### src/source/mipsCtrl_macros.svh
`ifndef MIPSCTRL_MACROS_SVH
`define MIPSCTRL_MACROS_SVH

// field widths
`define WORD_W    32
`define OP_W      6
`define FUNCT_W   6
`define REG_W     5
`define ALUOP_W   3
`define BRANCH_W  6

// opcodes
`define OP_SPECIAL 6'b000000
`define OP_REGIMM  6'b000001
`define OP_J       6'b000010
`define OP_JAL     6'b000011
`define OP_BEQ     6'b000100
`define OP_BNE     6'b000101
`define OP_BLEZ    6'b000110
`define OP_BGTZ    6'b000111
`define OP_ADDIU   6'b001001
`define OP_SLTI    6'b001010
`define OP_SLTIU   6'b001011
`define OP_ANDI    6'b001100
`define OP_ORI     6'b001101
`define OP_XORI    6'b001110
`define OP_LW      6'b100011
`define OP_SW      6'b101011

`define FN_JALR    6'b001001

// rt field under REGIMM
`define RT_BLTZ    5'b00000
`define RT_BGEZ    5'b00001

// ALU operation codes
`define ALU_AND    3'b000
`define ALU_OR     3'b001
`define ALU_ADD    3'b010
`define ALU_SLTU   3'b011
`define ALU_XOR    3'b100
`define ALU_SLT    3'b111

// single-bit mux selects
`define SRCA_A       1'b0
`define SRCA_PC      1'b1
`define IORD_PC      1'b0
`define IORD_ALUOUT  1'b1
`define OPSRC_CTRL   1'b0
`define OPSRC_FUNCT  1'b1
`define MWSRC_ALUOUT 1'b0
`define MWSRC_B      1'b1

`endif
### src/source/mipsCtrlPkg.sv
`include "mipsCtrl_macros.svh"

package mipsCtrlPkg;

    typedef struct packed {
        logic [`OP_W-1:0]    opcode;
        logic [`REG_W-1:0]   rs;
        logic [`REG_W-1:0]   rt;
        logic [`REG_W-1:0]   rd;
        logic [`REG_W-1:0]   shamt;
        logic [`FUNCT_W-1:0] funct;
    } rFormatT;

    typedef struct packed {
        logic [`OP_W-1:0]                      opcode;
        logic [`REG_W-1:0]                     rs;
        logic [`REG_W-1:0]                     rt;
        logic [`WORD_W-`OP_W-2*`REG_W-1:0]     imm;
    } iFormatT;

    typedef struct packed {
        logic [`OP_W-1:0]        opcode;
        logic [`WORD_W-`OP_W-1:0] target;
    } jFormatT;

    // one instruction word, viewed in whichever format the opcode implies
    typedef union packed {
        rFormatT r;
        iFormatT i;
        jFormatT j;
    } instWordT;

    // one-hot controller states
    typedef enum logic [15:0] {
        Reset  = 16'h0001,
        Fetch  = 16'h0002,
        Fwait  = 16'h0004,
        Decode = 16'h0008,
        Rexe   = 16'h0010,
        Rreg   = 16'h0020,
        Bexe   = 16'h0040,
        Jexe   = 16'h0080,
        Iexe   = 16'h0100,
        Ireg   = 16'h0200,
        Lexe   = 16'h0400,
        Lmem   = 16'h0800,
        Lwait  = 16'h1000,
        Lreg   = 16'h2000,
        Sexe   = 16'h4000,
        Smem   = 16'h8000
    } ctrlStateT;

    typedef enum logic [2:0] {RType, Branch, Jump, Imm, Load, Store, Unknown} instClassT;

    typedef enum logic [2:0] {
        B           = 3'd0,
        Four        = 3'd2,
        ImmSigned   = 3'd3,
        ImmUnsigned = 3'd4,
        Offset      = 3'd5
    } aluSrcBT;

    typedef enum logic [1:0] {PcAlu, PcAluOut, PcA, PcLongJump} pcSrcT;

    typedef enum logic [1:0] {WbAluOut, WbMem, WbAluNow} regWriteSrcT;

    typedef enum logic [1:0] {Rt, Rd, Ra31} regDstT;

endpackage

### src/source/decodeIf.sv
`timescale 1ns/1ps
`include "mipsCtrl_macros.svh"

interface decodeIf
    import mipsCtrlPkg::*;
();

    instClassT           instClass;
    logic                aluSrcA;
    aluSrcBT             aluSrcB;
    logic [`ALUOP_W-1:0] aluOp;
    // one-hot in the order beq bgez blez bltz bne bgtz
    logic [`BRANCH_W-1:0] branchMask;
    regDstT              regDst;

    modport producer (
        output instClass, aluSrcA, aluSrcB, aluOp, branchMask, regDst
    );

    modport consumer (
        input instClass, aluSrcA, aluSrcB, aluOp, branchMask, regDst
    );

endinterface

### src/source/mipsCtrl.sv
`timescale 1ns/1ps
`include "mipsCtrl_macros.svh"

module mipsCtrl
    import mipsCtrlPkg::*;
(
    input  logic                 clk,
    input  logic                 rst,
    input  logic [`WORD_W-1:0]   instruction,
    input  logic [`BRANCH_W-1:0] branchCond,
    input  logic                 specialJump,
    input  logic                 instReqAck,
    input  logic                 instValid,
    input  logic                 memReqAck,
    input  logic                 readDataValid,
    output logic                 pcWrite,
    output logic                 memRead,
    output logic                 memWrite,
    output logic                 regWrite,
    output logic                 aWrite,
    output logic                 bWrite,
    output logic                 instructionWrite,
    output logic                 aluSrcA,
    output logic                 aluOpSrc,
    output logic                 aluWrite,
    output logic                 memWriteSrc,
    output logic                 iorD,
    output logic                 instReqValid,
    output logic                 instAck,
    output logic                 readDataAck,
    output logic                 readDataWrite,
    output aluSrcBT              aluSrcB,
    output pcSrcT                pcSrc,
    output regWriteSrcT          regWriteSrc,
    output regDstT               regDst,
    output logic [`ALUOP_W-1:0]  aluOpC
);

    instWordT  instWord;
    ctrlStateT nextState;

    assign instWord = instruction;

    decodeIf decBus();

    instDecoder decoder0 (
        .instruction (instWord),
        .dec         (decBus.producer)
    );

    ctrlFsm fsm0 (
        .clk           (clk),
        .rst           (rst),
        .dec           (decBus.consumer),
        .instReqAck    (instReqAck),
        .instValid     (instValid),
        .memReqAck     (memReqAck),
        .readDataValid (readDataValid),
        .nextState     (nextState)
    );

    ctrlSignals signals0 (
        .clk              (clk),
        .rst              (rst),
        .nextState        (nextState),
        .dec              (decBus.consumer),
        .branchCond       (branchCond),
        .specialJump      (specialJump),
        .pcWrite          (pcWrite),
        .memRead          (memRead),
        .memWrite         (memWrite),
        .regWrite         (regWrite),
        .aWrite           (aWrite),
        .bWrite           (bWrite),
        .instructionWrite (instructionWrite),
        .aluSrcA          (aluSrcA),
        .aluOpSrc         (aluOpSrc),
        .aluWrite         (aluWrite),
        .memWriteSrc      (memWriteSrc),
        .iorD             (iorD),
        .instReqValid     (instReqValid),
        .instAck          (instAck),
        .readDataAck      (readDataAck),
        .readDataWrite    (readDataWrite),
        .aluSrcB          (aluSrcB),
        .pcSrc            (pcSrc),
        .regWriteSrc      (regWriteSrc),
        .regDst           (regDst),
        .aluOpC           (aluOpC)
    );

endmodule

### src/source/ctrlSignals.sv
`timescale 1ns/1ps
`include "mipsCtrl_macros.svh"

module ctrlSignals
    import mipsCtrlPkg::*;
(
    input  logic                 clk,
    input  logic                 rst,
    input  ctrlStateT            nextState,
    decodeIf.consumer            dec,
    input  logic [`BRANCH_W-1:0] branchCond,
    input  logic                 specialJump,
    output logic                 pcWrite,
    output logic                 memRead,
    output logic                 memWrite,
    output logic                 regWrite,
    output logic                 aWrite,
    output logic                 bWrite,
    output logic                 instructionWrite,
    output logic                 aluSrcA,
    output logic                 aluOpSrc,
    output logic                 aluWrite,
    output logic                 memWriteSrc,
    output logic                 iorD,
    output logic                 instReqValid,
    output logic                 instAck,
    output logic                 readDataAck,
    output logic                 readDataWrite,
    output aluSrcBT              aluSrcB,
    output pcSrcT                pcSrc,
    output regWriteSrcT          regWriteSrc,
    output regDstT               regDst,
    output logic [`ALUOP_W-1:0]  aluOpC
);

    // the word is latched for the state being entered
    always_ff @(posedge clk)
    begin
        pcWrite          <= 1'b0;
        memRead          <= 1'b0;
        memWrite         <= 1'b0;
        regWrite         <= 1'b0;
        aWrite           <= 1'b0;
        bWrite           <= 1'b0;
        instructionWrite <= 1'b0;
        aluSrcA          <= `SRCA_A;
        aluOpSrc         <= `OPSRC_CTRL;
        aluWrite         <= 1'b0;
        memWriteSrc      <= `MWSRC_ALUOUT;
        iorD             <= `IORD_ALUOUT;
        instReqValid     <= 1'b0;
        instAck          <= 1'b0;
        readDataAck      <= 1'b0;
        readDataWrite    <= 1'b0;
        aluSrcB          <= B;
        pcSrc            <= PcAlu;
        regWriteSrc      <= WbAluOut;
        regDst           <= Rt;
        aluOpC           <= `ALU_ADD;
        if (rst)
        begin
            // response side stays ready through reset
            instAck <= 1'b1;
            aluOpC  <= '0;
        end
        else
        begin
            case (nextState)
                Fetch:
                begin
                    // precompute PC + 4 while the request is out
                    instReqValid <= 1'b1;
                    aluSrcA      <= `SRCA_PC;
                    aluSrcB      <= Four;
                    aluWrite     <= 1'b1;
                    iorD         <= `IORD_PC;
                end
                Fwait:
                begin
                    instAck          <= 1'b1;
                    instructionWrite <= 1'b1;
                    pcWrite          <= 1'b1;
                    pcSrc            <= PcAluOut;
                    iorD             <= `IORD_PC;
                end
                Decode:
                begin
                    aWrite  <= 1'b1;
                    bWrite  <= 1'b1;
                    aluSrcA <= dec.aluSrcA;
                    aluSrcB <= dec.aluSrcB;
                end
                Rexe:
                begin
                    // jr and jalr take the target from A
                    pcWrite  <= specialJump;
                    pcSrc    <= PcA;
                    aluWrite <= 1'b1;
                    aluSrcA  <= dec.aluSrcA;
                    aluSrcB  <= dec.aluSrcB;
                    aluOpSrc <= `OPSRC_FUNCT;
                end
                Bexe:
                begin
                    pcWrite <= |(dec.branchMask & branchCond);
                    aluSrcA <= `SRCA_PC;
                    aluSrcB <= Offset;
                end
                Jexe:
                begin
                    pcWrite     <= 1'b1;
                    pcSrc       <= PcLongJump;
                    // only jal links
                    regWrite    <= (dec.regDst == Ra31);
                    regDst      <= dec.regDst;
                    regWriteSrc <= WbAluNow;
                    aluSrcA     <= `SRCA_PC;
                    aluSrcB     <= Four;
                end
                Iexe, Lexe, Sexe:
                begin
                    aluWrite <= 1'b1;
                    aluSrcB  <= dec.aluSrcB;
                    aluOpC   <= dec.aluOp;
                end
                Rreg, Ireg:
                begin
                    regWrite <= 1'b1;
                    regDst   <= dec.regDst;
                end
                Lmem:   memRead <= 1'b1;
                Lwait:
                begin
                    readDataAck   <= 1'b1;
                    readDataWrite <= 1'b1;
                end
                Lreg:
                begin
                    regWrite    <= 1'b1;
                    regWriteSrc <= WbMem;
                    regDst      <= dec.regDst;
                end
                Smem:
                begin
                    memWrite    <= 1'b1;
                    memWriteSrc <= `MWSRC_B;
                end
                default:
                begin
                    // Reset state keeps the quiet word
                    aluOpC <= '0;
                end
            endcase
        end
    end

endmodule

### src/source/ctrlFsm.sv
`timescale 1ns/1ps

module ctrlFsm
    import mipsCtrlPkg::*;
(
    input  logic       clk,
    input  logic       rst,
    decodeIf.consumer  dec,
    input  logic       instReqAck,
    input  logic       instValid,
    input  logic       memReqAck,
    input  logic       readDataValid,
    output ctrlStateT  nextState
);

    ctrlStateT state;

    always_ff @(posedge clk)
    begin
        if (rst)
            state <= Reset;
        else
            state <= nextState;
    end

    always_comb
    begin
        case (state)
            Reset:  nextState = Fetch;
            Fetch:  nextState = instReqAck ? Fwait : Fetch;
            Fwait:  nextState = instValid ? Decode : Fwait;
            Decode:
            begin
                // dispatch on the instruction class
                case (dec.instClass)
                    RType:   nextState = Rexe;
                    Branch:  nextState = Bexe;
                    Jump:    nextState = Jexe;
                    Imm:     nextState = Iexe;
                    Load:    nextState = Lexe;
                    Store:   nextState = Sexe;
                    default: nextState = Fetch;
                endcase
            end
            Rexe:   nextState = Rreg;
            Rreg:   nextState = Fetch;
            Bexe:   nextState = Fetch;
            Jexe:   nextState = Fetch;
            Iexe:   nextState = Ireg;
            Ireg:   nextState = Fetch;
            Lexe:   nextState = Lmem;
            Lmem:   nextState = memReqAck ? Lwait : Lmem;
            Lwait:  nextState = readDataValid ? Lreg : Lwait;
            Lreg:   nextState = Fetch;
            Sexe:   nextState = Smem;
            Smem:   nextState = memReqAck ? Fetch : Smem;
            // not one-hot, restart at fetch
            default: nextState = Fetch;
        endcase
    end

endmodule

### src/source/instDecoder.sv
`timescale 1ns/1ps
`include "mipsCtrl_macros.svh"

module instDecoder
    import mipsCtrlPkg::*;
(
    input instWordT    instruction,
    decodeIf.producer  dec
);

    logic [`OP_W-1:0]      opcode;
    logic                  isRegimm;
    logic                  isJalr;
    logic [`BRANCH_W-1:0]  brMask;

    assign opcode   = instruction.r.opcode;
    assign isRegimm = (opcode == `OP_REGIMM);
    assign isJalr   = (opcode == `OP_SPECIAL) && (instruction.r.funct == `FN_JALR);

    // bltz and bgez share an opcode, rt picks which
    assign brMask = {
        opcode == `OP_BGTZ,
        opcode == `OP_BNE,
        isRegimm && (instruction.i.rt == `RT_BLTZ),
        opcode == `OP_BLEZ,
        isRegimm && (instruction.i.rt == `RT_BGEZ),
        opcode == `OP_BEQ
    };

    assign dec.branchMask = brMask;

    // jalr link address and branch compare run off the PC
    assign dec.aluSrcA = (isJalr || (|brMask)) ? `SRCA_PC : `SRCA_A;

    always_comb
    begin
        dec.instClass = Unknown;
        dec.aluSrcB   = B;
        dec.aluOp     = `ALU_ADD;
        dec.regDst    = Rt;
        case (opcode)
            `OP_SPECIAL:
            begin
                dec.instClass = RType;
                dec.regDst    = Rd;
                dec.aluSrcB   = isJalr ? Four : B;
            end
            `OP_REGIMM, `OP_BEQ, `OP_BNE, `OP_BLEZ, `OP_BGTZ:
            begin
                // REGIMM with an rt we do not know falls to Unknown
                dec.instClass = (|brMask) ? Branch : Unknown;
            end
            `OP_J:
            begin
                dec.instClass = Jump;
            end
            `OP_JAL:
            begin
                dec.instClass = Jump;
                dec.regDst    = Ra31;
            end
            `OP_ADDIU, `OP_SLTI, `OP_SLTIU:
            begin
                dec.instClass = Imm;
                dec.aluSrcB   = ImmSigned;
                if (opcode == `OP_SLTI)
                    dec.aluOp = `ALU_SLT;
                else if (opcode == `OP_SLTIU)
                    dec.aluOp = `ALU_SLTU;
            end
            `OP_ANDI, `OP_ORI, `OP_XORI:
            begin
                dec.instClass = Imm;
                dec.aluSrcB   = ImmUnsigned;
                if (opcode == `OP_ANDI)
                    dec.aluOp = `ALU_AND;
                else if (opcode == `OP_ORI)
                    dec.aluOp = `ALU_OR;
                else
                    dec.aluOp = `ALU_XOR;
            end
            `OP_LW:
            begin
                dec.instClass = Load;
                dec.aluSrcB   = ImmSigned;
            end
            `OP_SW:
            begin
                dec.instClass = Store;
                dec.aluSrcB   = ImmSigned;
            end
            default:
            begin
                dec.instClass = Unknown;
            end
        endcase
    end

endmodule

### config.mk
export PLATFORM = sky130hd
export DESIGN_NAME = mipsCtrl
export DESIGN_NICKNAME = d
export VERILOG_FILES = /design/src/source/mipsCtrlPkg.sv /design/src/source/decodeIf.sv /design/src/source/mipsCtrl.sv /design/src/source/ctrlSignals.sv /design/src/source/ctrlFsm.sv /design/src/source/instDecoder.sv
export VERILOG_INCLUDE_DIRS = /design/src /design/src/source
export SDC_FILE = /design/constraint.sdc
export NUM_CORES = 1
export LEC_CHECK = 0
export ABC_AREA = 1
export BUFFER_PORTS_ARGS = -buffer_cell sky130_fd_sc_hd__buf_2
export CAP_MARGIN = 20
export CORE_MARGIN = 2
export CORE_UTILIZATION = 50
export CTS_CLUSTER_DIAMETER = 40
export DETAILED_ROUTE_END_ITERATION = 10
export GPL_ROUTABILITY_DRIVEN = 0
export PLACE_DENSITY_LB_ADDON = 0.1
export SYNTH_ARGS = -nofsm -noshare
export SYNTH_HDL_FRONTEND = slang
export SYNTH_SLANG_ARGS = --single-unit
### constraint.sdc
create_clock -name clk -period 2 [get_ports clk]
set_clock_uncertainty 0.05 [all_clocks]
set_input_delay 0.3 -clock clk [delete_from_list [all_inputs] [get_ports clk]]
set_output_delay 0.3 -clock clk [all_outputs]
set_load 0.01 [all_outputs]
Word-level counts from Yosys, hierarchy flattened

Index checks and enable logic that the tools add are counted.

Flip-flop bits (word level): 41
Bits in latches: 0
Bits in writable memories: 0
Memory bits (read-only): 0
Output and inout port bits: 28
Memories kept: 0

$add $sub $neg: 0
Multiply operators: 0
Div/mod/pow operators: 0
$lt $le $gt $ge: 0
Eq/ne operators: 48
Shift operators: 0
Mux-type cells: 34
Bitwise operators: 2
Reductions and logical operators: 27

Operators by type and width:

| cell                                             | count |
|---|---|
| case mux 16 bit (10 select lines)                | 1 |
| case mux 15 bit (6 select lines)                 | 1 |
| == test 6 x 4 -> 1 bit (second input constant)   | 7 |
| == test 16 x 11 -> 1 bit (second input constant) | 2 |
| == test 16 x 12 -> 1 bit (second input constant) | 2 |
| == test 16 x 13 -> 1 bit (second input constant) | 2 |
| == test 16 x 15 -> 1 bit (second input constant) | 2 |
| == test 16 bit (second input constant)           | 2 |
| == test 16 x 2 -> 1 bit (second input constant)  | 2 |
| == test 16 x 3 -> 1 bit (second input constant)  | 2 |
| == test 16 x 4 -> 1 bit (second input constant)  | 2 |
| == test 16 x 5 -> 1 bit (second input constant)  | 2 |
| == test 16 x 9 -> 1 bit (second input constant)  | 2 |
| == test 6 x 3 -> 1 bit (second input constant)   | 4 |
| OR reduction 5 bit                               | 4 |
| case mux 3 bit (3 select lines)                  | 2 |
| case mux 3 bit (6 select lines)                  | 1 |
| OR reduction 6 bit                               | 3 |
| == test 16 x 10 -> 1 bit (second input constant) | 1 |
| == test 16 x 14 -> 1 bit (second input constant) | 1 |
| == test 16 x 6 -> 1 bit (second input constant)  | 1 |
| == test 16 x 7 -> 1 bit (second input constant)  | 1 |
| == test 16 x 8 -> 1 bit (second input constant)  | 1 |
| two-way mux 16 bit                               | 1 |
| other kinds (30)                                 | 62 |

Depth between registers and ports, before layout

Gate-level depths: netlist (run 1).

Depth in word-level cells: 12
Depth in mapped cells: 15
Mapped depth without buffers: 15

Modules after synthesis

Synthesis (run 1) repeated with hierarchy kept, for this count alone.

Cell total of the unflattened synthesis: 377
Area, all modules: 2538.7 sq um

By module, submodules not included:

| module      | instances | cells an instance | area an instance (sq um) | sequential area each (sq um) |
|---|---|---|---|---|
| ctrlSignals | 1         | 177               | 1246.2                   | 500.5 |
| ctrlFsm     | 1         | 132               | 984.7                    | 320.3 |
| instDecoder | 1         | 68                | 307.8                    | 0.0 |

Worst setup path after synthesis (run 1)

Ideal clock, no wire load.

Path type: register -> register
Start point: reg fsm0.state[15]
End point: reg signals0.aluSrcB[0]
Setup time: 0.064 ns
Arrival: 1.508 ns
Path slack: 0.378 ns
Stages on the path, launching flop included: 12
Path buffers: 0
Clock period less this slack: 1.622 ns
Path through: dfxtp_1 > nor2_1 > nand2_2 > nor2_4 > nand3_2 > inv_1 > nand3_4 > nor3_4 > nor2_1 > nand2_1 > nand2_1 > nor2_1

Word-level cells in the longest chain between the ends: 5
Elaborated cells on any way between the ends: 22
Classes of those cells: eq/ne: 18; mux: 2; reduce/logical: 2

RTL lines:

| element                                                            | line               | source |
|---|---|---|
| start, declared                                                    | ctrlFsm.sv:16      | `ctrlStateT state;` |
| start signal, assigned                                             | ctrlFsm.sv:21      | `state <= Reset;` |
| start signal, assigned                                             | ctrlFsm.sv:23      | `state <= nextState;` |
| == test 16 bit, or another cell as far along                       | ctrlFsm.sv:28      | `case (state)` |
| case mux 16 bit (10 select lines) *                                | ctrlFsm.sv:28      |  |
| == test 16 x 4 -> 1 bit, or another cell as far along              | ctrlSignals.sv:68  | `case (nextState)` |
| OR reduction 5 bit (no line) or OR reduction 2 bit (tied branches) | -                  |  |
| case mux 3 bit (3 select lines) *                                  | ctrlSignals.sv:68  |  |
| end signal, assigned                                               | ctrlSignals.sv:74  | `aluSrcB <= Four;` |
| end signal, assigned                                               | ctrlSignals.sv:91  | `aluSrcB <= dec.aluSrcB;` |
| end signal, assigned                                               | ctrlSignals.sv:100 | `aluSrcB <= dec.aluSrcB;` |
| end, declared                                                      | ctrlSignals.sv:29  | `output aluSrcBT aluSrcB,` |

Mark *: on every way between the ends. The rest lies on a longest branch, timed or not.
A chain may end at the register's enable or synchronous reset.

Worst setup path in the final report (run 1)

Start point: reg fsm0.state[8]
End point: reg signals0.aluSrcB[0]

Same word-level chain as after synthesis.

==> results of run 1 <==
[worst max-delay path by stage]
| stage | from | endpoint | slack [ns] | cells after the start |
|---|---|---|---|---|
| finish | fsm0.state[8]$_SDFF_PP0_ | signals0.aluSrcB[0]$_SDFF_PP0_ | 0.15 | 13 |
| global placement | instruction[28] | signals0.aluSrcB[0]$_SDFF_PP0_ | 0.13 | 14 |
| detailed placement | instruction[28] | signals0.aluSrcB[2]$_SDFF_PP0_ | 0.11 | 14 |
| global route | fsm0.state[8]$_SDFF_PP0_ | signals0.aluSrcB[2]$_SDFF_PP0_ | 0.01 | 13 |
| CTS | fsm0.state[1]$_SDFF_PP0_ | signals0.aluSrcB[2]$_SDFF_PP0_ | 0.12 | 12 |
| floorplan | fsm0.state[15]$_SDFF_PP0_ | signals0.aluSrcB[0]$_SDFF_PP0_ | 0.38 | 11 |
[cell families (layout without fill, tap and decap cells)]
| group | count (synthesis) | after routing |
|---|---|---|
| AND/OR/NAND/NOR | 181 | 182 |
| buffers and inverters | 47 | 107 |
| flip-flops | 41 | 41 |
| AO/OA/AOI/OAI | 27 | 27 |
[cell usage after synthesis, types with 2 or more instances]
cell type,instances
inv_1,35
nand3b_1,5
a31oi_1,2
dfxtp_1,41
inv_2,6
nand2_2,7
o22ai_1,3
buf_1,2
nor4_1,3
nand3_1,17
o21ai_0,6
buf_4,3
nor2_4,7
nor2_1,58
nand3_2,11
nor2_2,7
a21oi_1,10
nor3_1,4
nand2_1,50
nand4_1,6
[layout by cell type (no fill, tap or decap)]
| master | Yosys | layout |
|---|---|---|
| o21ai_0 | 6 | 6 |
| nand3b_1 | 5 | 5 |
| dfxtp_1 | 41 | 41 |
| o221ai_1 | 1 | 1 |
| buf_4 | 3 | 1 |
| nand3_4 | 1 | 2 |
| o21ai_2 | 1 | 1 |
| nor3_4 | 1 | 1 |
| nor2_4 | 7 | 7 |
| o21a_1 | 1 | 1 |
| clkbuf_8 | 0 | 5 |
| clkinv_4 | 0 | 1 |
| nor2_1 | 58 | 53 |
| or2_2 | 1 | 1 |
| o22ai_1 | 3 | 3 |
| a21oi_1 | 10 | 10 |
| nand4_1 | 6 | 6 |
| nor2_8 | 1 | 1 |
| nand2_2 | 7 | 9 |
| nand3_2 | 11 | 12 |
| clkinvlp_4 | 0 | 1 |
| buf_2 | 0 | 57 |
| nand2_4 | 1 | 1 |
| a41oi_1 | 1 | 1 |
| inv_2 | 6 | 7 |
| a21oi_4 | 1 | 1 |
| a31oi_1 | 2 | 2 |
| nor4_1 | 3 | 3 |
| o31ai_1 | 1 | 1 |
| inv_1 | 35 | 34 |
| and3_1 | 1 | 1 |
| nor3_1 | 4 | 4 |
| nor2_2 | 7 | 13 |
| nand3_1 | 17 | 15 |
| bufinv_16 | 0 | 1 |
| nand2_1 | 50 | 48 |
[critical path, stage by stage, from the launching register on]
cell and delay (ns):
dfxtp_1 0.33, nor2_2 0.16, nand2_2 0.11, nor2_4 0.24
nand3_1 0.17, nand2_1 0.09, nor2_1 0.05, nand3_2 0.13
nand3_2 0.14, nand3_2 0.10, nor2_1 0.04, nand2_1 0.04
nand2_1 0.06, nor2_1 0.10
[power breakdown]
group	internal, W	switching [W]	total (W)
sequential	0.000832	0.00000492	0.000837
clock	0.000373	0.000307	0.000681
combinational	0.0000661	0.000116	0.000182
[layout make-up]
| class | instances | area [um2] |
|---|---|---|
| inverter | 41 | 154 |
| sequential | 41 | 821 |
| tap | 50 | 62.6 |
| fill | 361 | 1440 |
| clock buffer | 5 | 68.8 |
| timing repair buffer | 58 | 293 |
| clock inverter | 3 | 46.3 |
| multi-input combinational | 209 | 1170 |
[registers in the layout (all words and copies together), names as in the netlist]
name	count
signals0.aluOpC	3
signals0.memWrite	1
signals0.aluWrite	1
signals0.instructionWrite	1
signals0.iorD	1
signals0.instAck	1
signals0.readDataAck	1
signals0.instReqValid	1
signals0.regWrite	1
signals0.aluSrcB	3
signals0.aluSrcA	1
signals0.regDst	2
signals0.regWriteSrc	2
signals0.memRead	1
signals0.pcWrite	1
signals0.aWrite	1
signals0.pcSrc	2
signals0.aluOpSrc	1
fsm0.state	16
[stage by stage]
stage                     hold slack, ns  setup slack [ns]
after floorplan                    0.278             0.378
after global placement             0.533             0.134
after detailed placement           0.547             0.106
after CTS                          0.253             0.116
after global routing               0.254            0.0108
final                              0.250             0.146
[per-layer routing]
| metal | part of all wire (%) | routed length [um] | up-vias |
|---|---|---|---|
| met4 | 2.3 | 110 | 0 |
| met1 | 44 | 2090 | 927 |
| met3 | 5.9 | 276 | 11 |
| met5 | 0 | 0 | - |
| li1 | - | - | 1071 |
| met2 | 47 | 2230 | 74 |
[repair_timing]
item                                    4_1_cts  5_1_grt
setup buffers                                 0        0
hold buffers                                  0        0
endpoints found under the setup margin        0        7
gates resized for setup                       0       11
hold endpoints to repair                      0        0
==> impl_metrics.toml, run 1 <==
[run_status]
outcome = "complete, no violations"

[global_routing]
grt.met3_usage_pct = 4.94
grt_pass1_vias = 1803
antenna_found_initial = 0
grt_max_degree = 20
grt_pass1_wl_um = 7800
grt_use_met2_pct = 33.7
grtUsageTotal_pct = 20.1
use_met1_pct = 24.7
grt_busiest_layer = "met2"
grt-ovfl-total = 0

[setup_path]
ff2ff_setup_slack_ns = 0.15
cp_data_arrival_time_ns = 2.05
reg2reg_depth = 13
cp_max_fo = 8
r2r_end = "signals0.aluSrcB[0]$_SDFF_PP0_"
start_kind = "flip-flop"
rr_startpoint = "fsm0.state[8]$_SDFF_PP0_"
worstSetupEndpointType = "flip-flop"
crit_type = "flip-flop to flip-flop"
required_ns = 2.20

[floorplan]
dieArea_um2 = 4810
core_area_um2 = 4060
die_h_um = 69.4
rows = 23
die_w_um = 69.4
start_util_pct = 52.6
io_pins = 73

[power_and_ir_drop]
finalPower_w = 0.00170
p_leak_nw = 1.37
power.density_nw_per_um2 = 650
ir_drop_mv = 0.313

[yosys]
yosys.area_share.simple_pct = 44.9
synthMuxAreaShare_pct = 0
synth-compound-area-share_pct = 7.91
synth_nets = 341
synth_edf_count = 0
syn_avg_cell_area_um2 = 7.22
yosysTopAreaCell = "dfxtp_1"
ys_ff_latch = 41
syn_inst = 296
synth_top_family_by_area = "simple AND/OR/NAND/NOR gates"
yosys.area_share.adder_pct = 0
ys_seq_area_share_pct = 38.4
ys_types = 33
yosysWarnings = 0
synth-xor-area-share_pct = 0
synth_top_area_share_pct = 38.4
syn_area_um2 = 2140
synth-main-ff-cell = "dfxtp_1"
ys_top_cells_by_area = "dfxtp_1, nor2_1, nand2_1"
synthArstFlopShare_pct = 0

[min_path]
hold_depth = 4
hp-start = "readDataValid"
worstHoldEndpoint = "signals0.readDataAck$_SDFF_PP0_"
hold_path.class = "input port to flip-flop"

[timing]
tightest_slew_ns = 0.416
grt_setup_unrepaired = "no"
hold_viol_final = 0
finalCriticalPeriod_ns = 1.85
timing.final.crit_share_pct = 92.7
finalMaxSlewViolations = 0
setup_viol = 0
tns_ns = 0
fmax_mhz = 539
max_slew_margin_pct = 72.0

[finish]
syn2layout_area_growth_pct = 22.4
fin_util_pct = 64.4
diodes = 0
final_nets = 401
fin_cells = 407
final_cell_area_um2 = 2610
final_layout_size_suffix_gt1_share_pct = 34.2

[detailed_routing]
wl_per_cell_um = 11.6
drc_errors = 0
vias = 2083
drtIter0Drc = 139
finalWirelength_um = 4710
drt_first_pass_iters = 4
via_per_inst = 5.12
ant_nets = 0

[clocking]
cts_buffers = 5
insertion_delay_ns = 0.30
root_buffer = "clkbuf_8"
clockBufferDepth = 2
clkSlewWorstSetupHoldPaths_ns = 0.08
cts_tree = "built"
cts_sinks = 41
ctsHtreeMaxLevel = 2

[placement]
postPlaceCellArea_um2 = 2460
dp.cells = 398
portBuffers = 57
dp_hpwl_um = 3680

[flow_run]
maxCapViolations = 0
Power figures use the tool's default switching activity.
==> inputs of run 2 (changes only) <==
--- a/config.mk
+++ b/config.mk
@@ -6,14 +6,14 @@
 export SDC_FILE = /design/constraint.sdc
 export NUM_CORES = 1
 export LEC_CHECK = 0
-export ABC_AREA = 1
 export BUFFER_PORTS_ARGS = -buffer_cell sky130_fd_sc_hd__buf_2
-export CAP_MARGIN = 20
+export CAP_MARGIN = 0
 export CORE_MARGIN = 2
-export CORE_UTILIZATION = 50
+export CORE_UTILIZATION = 49
 export CTS_CLUSTER_DIAMETER = 40
 export DETAILED_ROUTE_END_ITERATION = 10
 export GPL_ROUTABILITY_DRIVEN = 0
+export HOLD_SLACK_MARGIN = 0.05
 export PLACE_DENSITY_LB_ADDON = 0.1
 export SYNTH_ARGS = -nofsm -noshare
 export SYNTH_HDL_FRONTEND = slang
==> run 2 against run 1 <==
Effect of this change: the run now ends with negative setup slack left; worst hold slack worse by 0.021 ns; count of clock-buffer cells in the layout up 1; core utilization rose by 7.5 points; maximum frequency shrank 20%; non-clock buffer count grew 41; via count fell by 5.7%; synthesized cell count shrank 25%; combinational power rose by 31%; sequential share of layout area down 2.1 points.
==> impl_metrics.toml, run 2 <==
[finish]
fill_cells = 329
final_common_cell = "buf_2"
syn2layout_area_growth_pct = 43.3
ff_latch_area_um2 = 823
multiInputGateArea_um2 = 1200
final_layout_size_suffix_gt1_share_pct = 47.4
reg_top3 = "fsm0.state (16), signals0.aluOpC (3), signals0.aluSrcB (3)"
diodes = 0
largest_reg_flops = 16
largest_register = "fsm0.state"
final_cell_mix = "buf_2, dfxtp_1, buf_4, nor2_1, nor3_1"
final_nets = 355
fin_util_pct = 71.9

[floorplan]
io_pins = 73
start_util_pct = 50.2
die_h_um = 67.3
core_area_um2 = 3910
die_w_um = 67.3
dieArea_um2 = 4530
rows = 23

[yosys]
synth_top_area_share_pct = 41.8
synth_nets = 267
yosysTopAreaCell = "dfxtp_1"
syn_avg_cell_area_um2 = 8.84
ys_ff_latch = 41
yosysWarnings = 0
synth-xor-area-share_pct = 0.892
syn_area_um2 = 1960
ys_top_cells_by_area = "dfxtp_1, nor2_1, nor3_1"
synthMuxAreaShare_pct = 2.23
synth_edf_count = 0
synthArstFlopShare_pct = 0
yosys.area_share.adder_pct = 0
ys_seq_area_share_pct = 41.8
synth-compound-area-share_pct = 12.9
ys_types = 56
yosys.area_share.simple_pct = 36.9
syn_inst = 222
synth_top_family_by_area = "simple AND/OR/NAND/NOR gates"
synth_top_cells_by_count = "dfxtp_1, nor2_1, nor3_1"
yosysMostFrequentCell = "dfxtp_1"
synth-main-ff-cell = "dfxtp_1"

[power_and_ir_drop]
power.density_nw_per_um2 = 580
ir_drop_mv = 0.309
p_leak_nw = 1.24
finalPower_w = 0.00163

[clocking]
root_buffer = "clkbuf_8"
ctsHtreeMaxLevel = 2
clockBufferDepth = 2
clkSlewWorstSetupHoldPaths_ns = 0.08
cts_buffers = 5
ctsHoldBuffers = 0
insertion_delay_ns = 0.29
cts_tree = "built"
cts_sinks = 41

[detailed_routing]
vias = 1964
via_per_inst = 5.46
drt_first_pass_iters = 4
wl_per_cell_um = 14.2
finalWirelength_um = 5110
ant_nets = 0
drtIter0Drc = 101
drc_errors = 0

[global_routing]
antenna_found_initial = 0
grtUsageTotal_pct = 24.1
grt_max_degree = 15
grt-ovfl-total = 0
grt_pass1_vias = 1762
grt_pass1_wl_um = 8110

[timing]
fmax_mhz = 430
finalMaxSlewViolations = 0
max_slew_margin_pct = 66.9
finalCriticalPeriod_ns = 2.33
setup_viol = 13
hold_viol_final = 0
tightest_slew_ns = 0.495
whs_ns = 0.229
timing.final.crit_share_pct = 116
grt_setup_unrepaired = "yes"
tns_ns = -2.53
finalWorstSetupSlack_ns = -0.327

[placement]
dp_hpwl_um = 3820
portBuffers = 57

[setup_path]
path_common_cell = "or4_4"
crit_chain = "buf_6 -> or4_4 -> a211o_1 -> or4_4 -> or3_1 -> a31o_1 -> o22ai_1"
start_kind = "input port"
cp_data_arrival_time_ns = 2.50
required_ns = 2.17
crit_type = "input port to flip-flop"
worstSetupEndpointType = "flip-flop"
cp_max_fo = 3
crit_buf_inv = 1
critPathSlowestCell = "or4_4"
crit_family = "simple AND/OR/NAND/NOR gates"
slowest_delay_ns = 0.52

[run_status]
outcome = "complete, but fails checks"
violations = "negative setup slack"

[min_path]
hold_path.class = "input port to flip-flop"

[flow_run]
maxCapViolations = 0
[run 2: changes by cell type in the layout (fill, tap and decap cells not counted), moves of 8 or more]
cell / previous run / this run
buf_4: 1 / 39
nand2_2: 9 / 1
nor2_2: 13 / 2
nand2_1: 48 / 9
nor2_1: 53 / 25
nand3_1: 15 / 2
inv_1: 34 / 5
nand3_2: 12 / 1
[run 2: final cells by class]
type	count	share of cell area, %
multi-input combinational	157	42.6
tap	50	2.22
inverter	6	0.800
clock buffer	6	2.93
clock inverter	1	0.267
timing repair buffer	99	22.0
sequential	41	29.3
[run 2: cells by family (layout without fill, tap and decap cells)]
family,count (synthesis),count (layout)
AO/OA/AOI/OAI,36,36
XOR/XNOR,2,2
buffers and inverters,24,112
flip-flops,41,41
multiplexers,3,3
AND/OR/NAND/NOR,116,116
[run 2: worst reg2reg max path, stage by stage (launching register included)]
cell and delay, ns:
dfxtp_1 0.34, nor4_4 0.29, nand4_1 0.16, or4b_4 0.60
or3_1 0.33, a31o_1 0.26, o22ai_1 0.14
[run 2: metrics by stage]
| step | area (um2) | setup slack (ns) | instances |
|---|---|---|---|
| after floorplan | 2020 | -0.425 | 222 |
| after global placement | 2550 | -0.574 | 349 |
| after detailed placement | 2550 | -0.588 | 349 |
| after CTS | 2730 | -0.226 | 358 |
| after global routing | 2810 | -0.367 | 360 |
| final | 2810 | -0.327 | 360 |
[run 2: final timing paths]
| path | from | endpoint | slack, ns | cells past startpoint |
|---|---|---|---|---|
| worst max-delay path | instruction[17] | signals0.aluSrcB[1]$_SDFF_PP0_ | -0.33 | 7 |
| worst min-delay path | readDataValid | fsm0.state[13]$_SDFF_PP0_ | 0.23 | 3 |
| worst max register to register | fsm0.state[4]$_SDFF_PP0_ | signals0.aluSrcB[1]$_SDFF_PP0_ | -0.25 | 6 |
| worst min register to register | fsm0.state[8]$_SDFF_PP0_ | signals0.memRead$_SDFF_PP0_ | 0.54 | 2 |
[run 2: layer usage]
| layer | vias up | routed length [um] | track usage [%] | part of all wire, % |
|---|---|---|---|---|
| met2 | 62 | 2620 | 43.2 | 51 |
| met1 | 905 | 2190 | 29.6 | 43 |
| met4 | 0 | 51 | 6.12 | 1.0 |
| met3 | 6 | 252 | 4.50 | 4.9 |
| met5 | - | 0 | 0 | 0 |
| li1 | 991 | - | - | - |
[run 2: timing repair]
action | 4_1_cts | 5_1_grt
gates cloned | 0 | 0
resized for setup | 15 | 15
endpoints found under the setup margin | 20 | 23
pin swaps | 14 | 13
setup buffers | 2 | 3
[run 2: power breakdown]
part / total [W] / leakage [nW] / internal [W] / switching (W)
clock: 0.000557 / 0.0433 / 0.000273 / 0.000284
combinational: 0.000238 / 0.857 / 0.000113 / 0.000124
sequential: 0.000839 / 0.334 / 0.000833 / 0.00000622
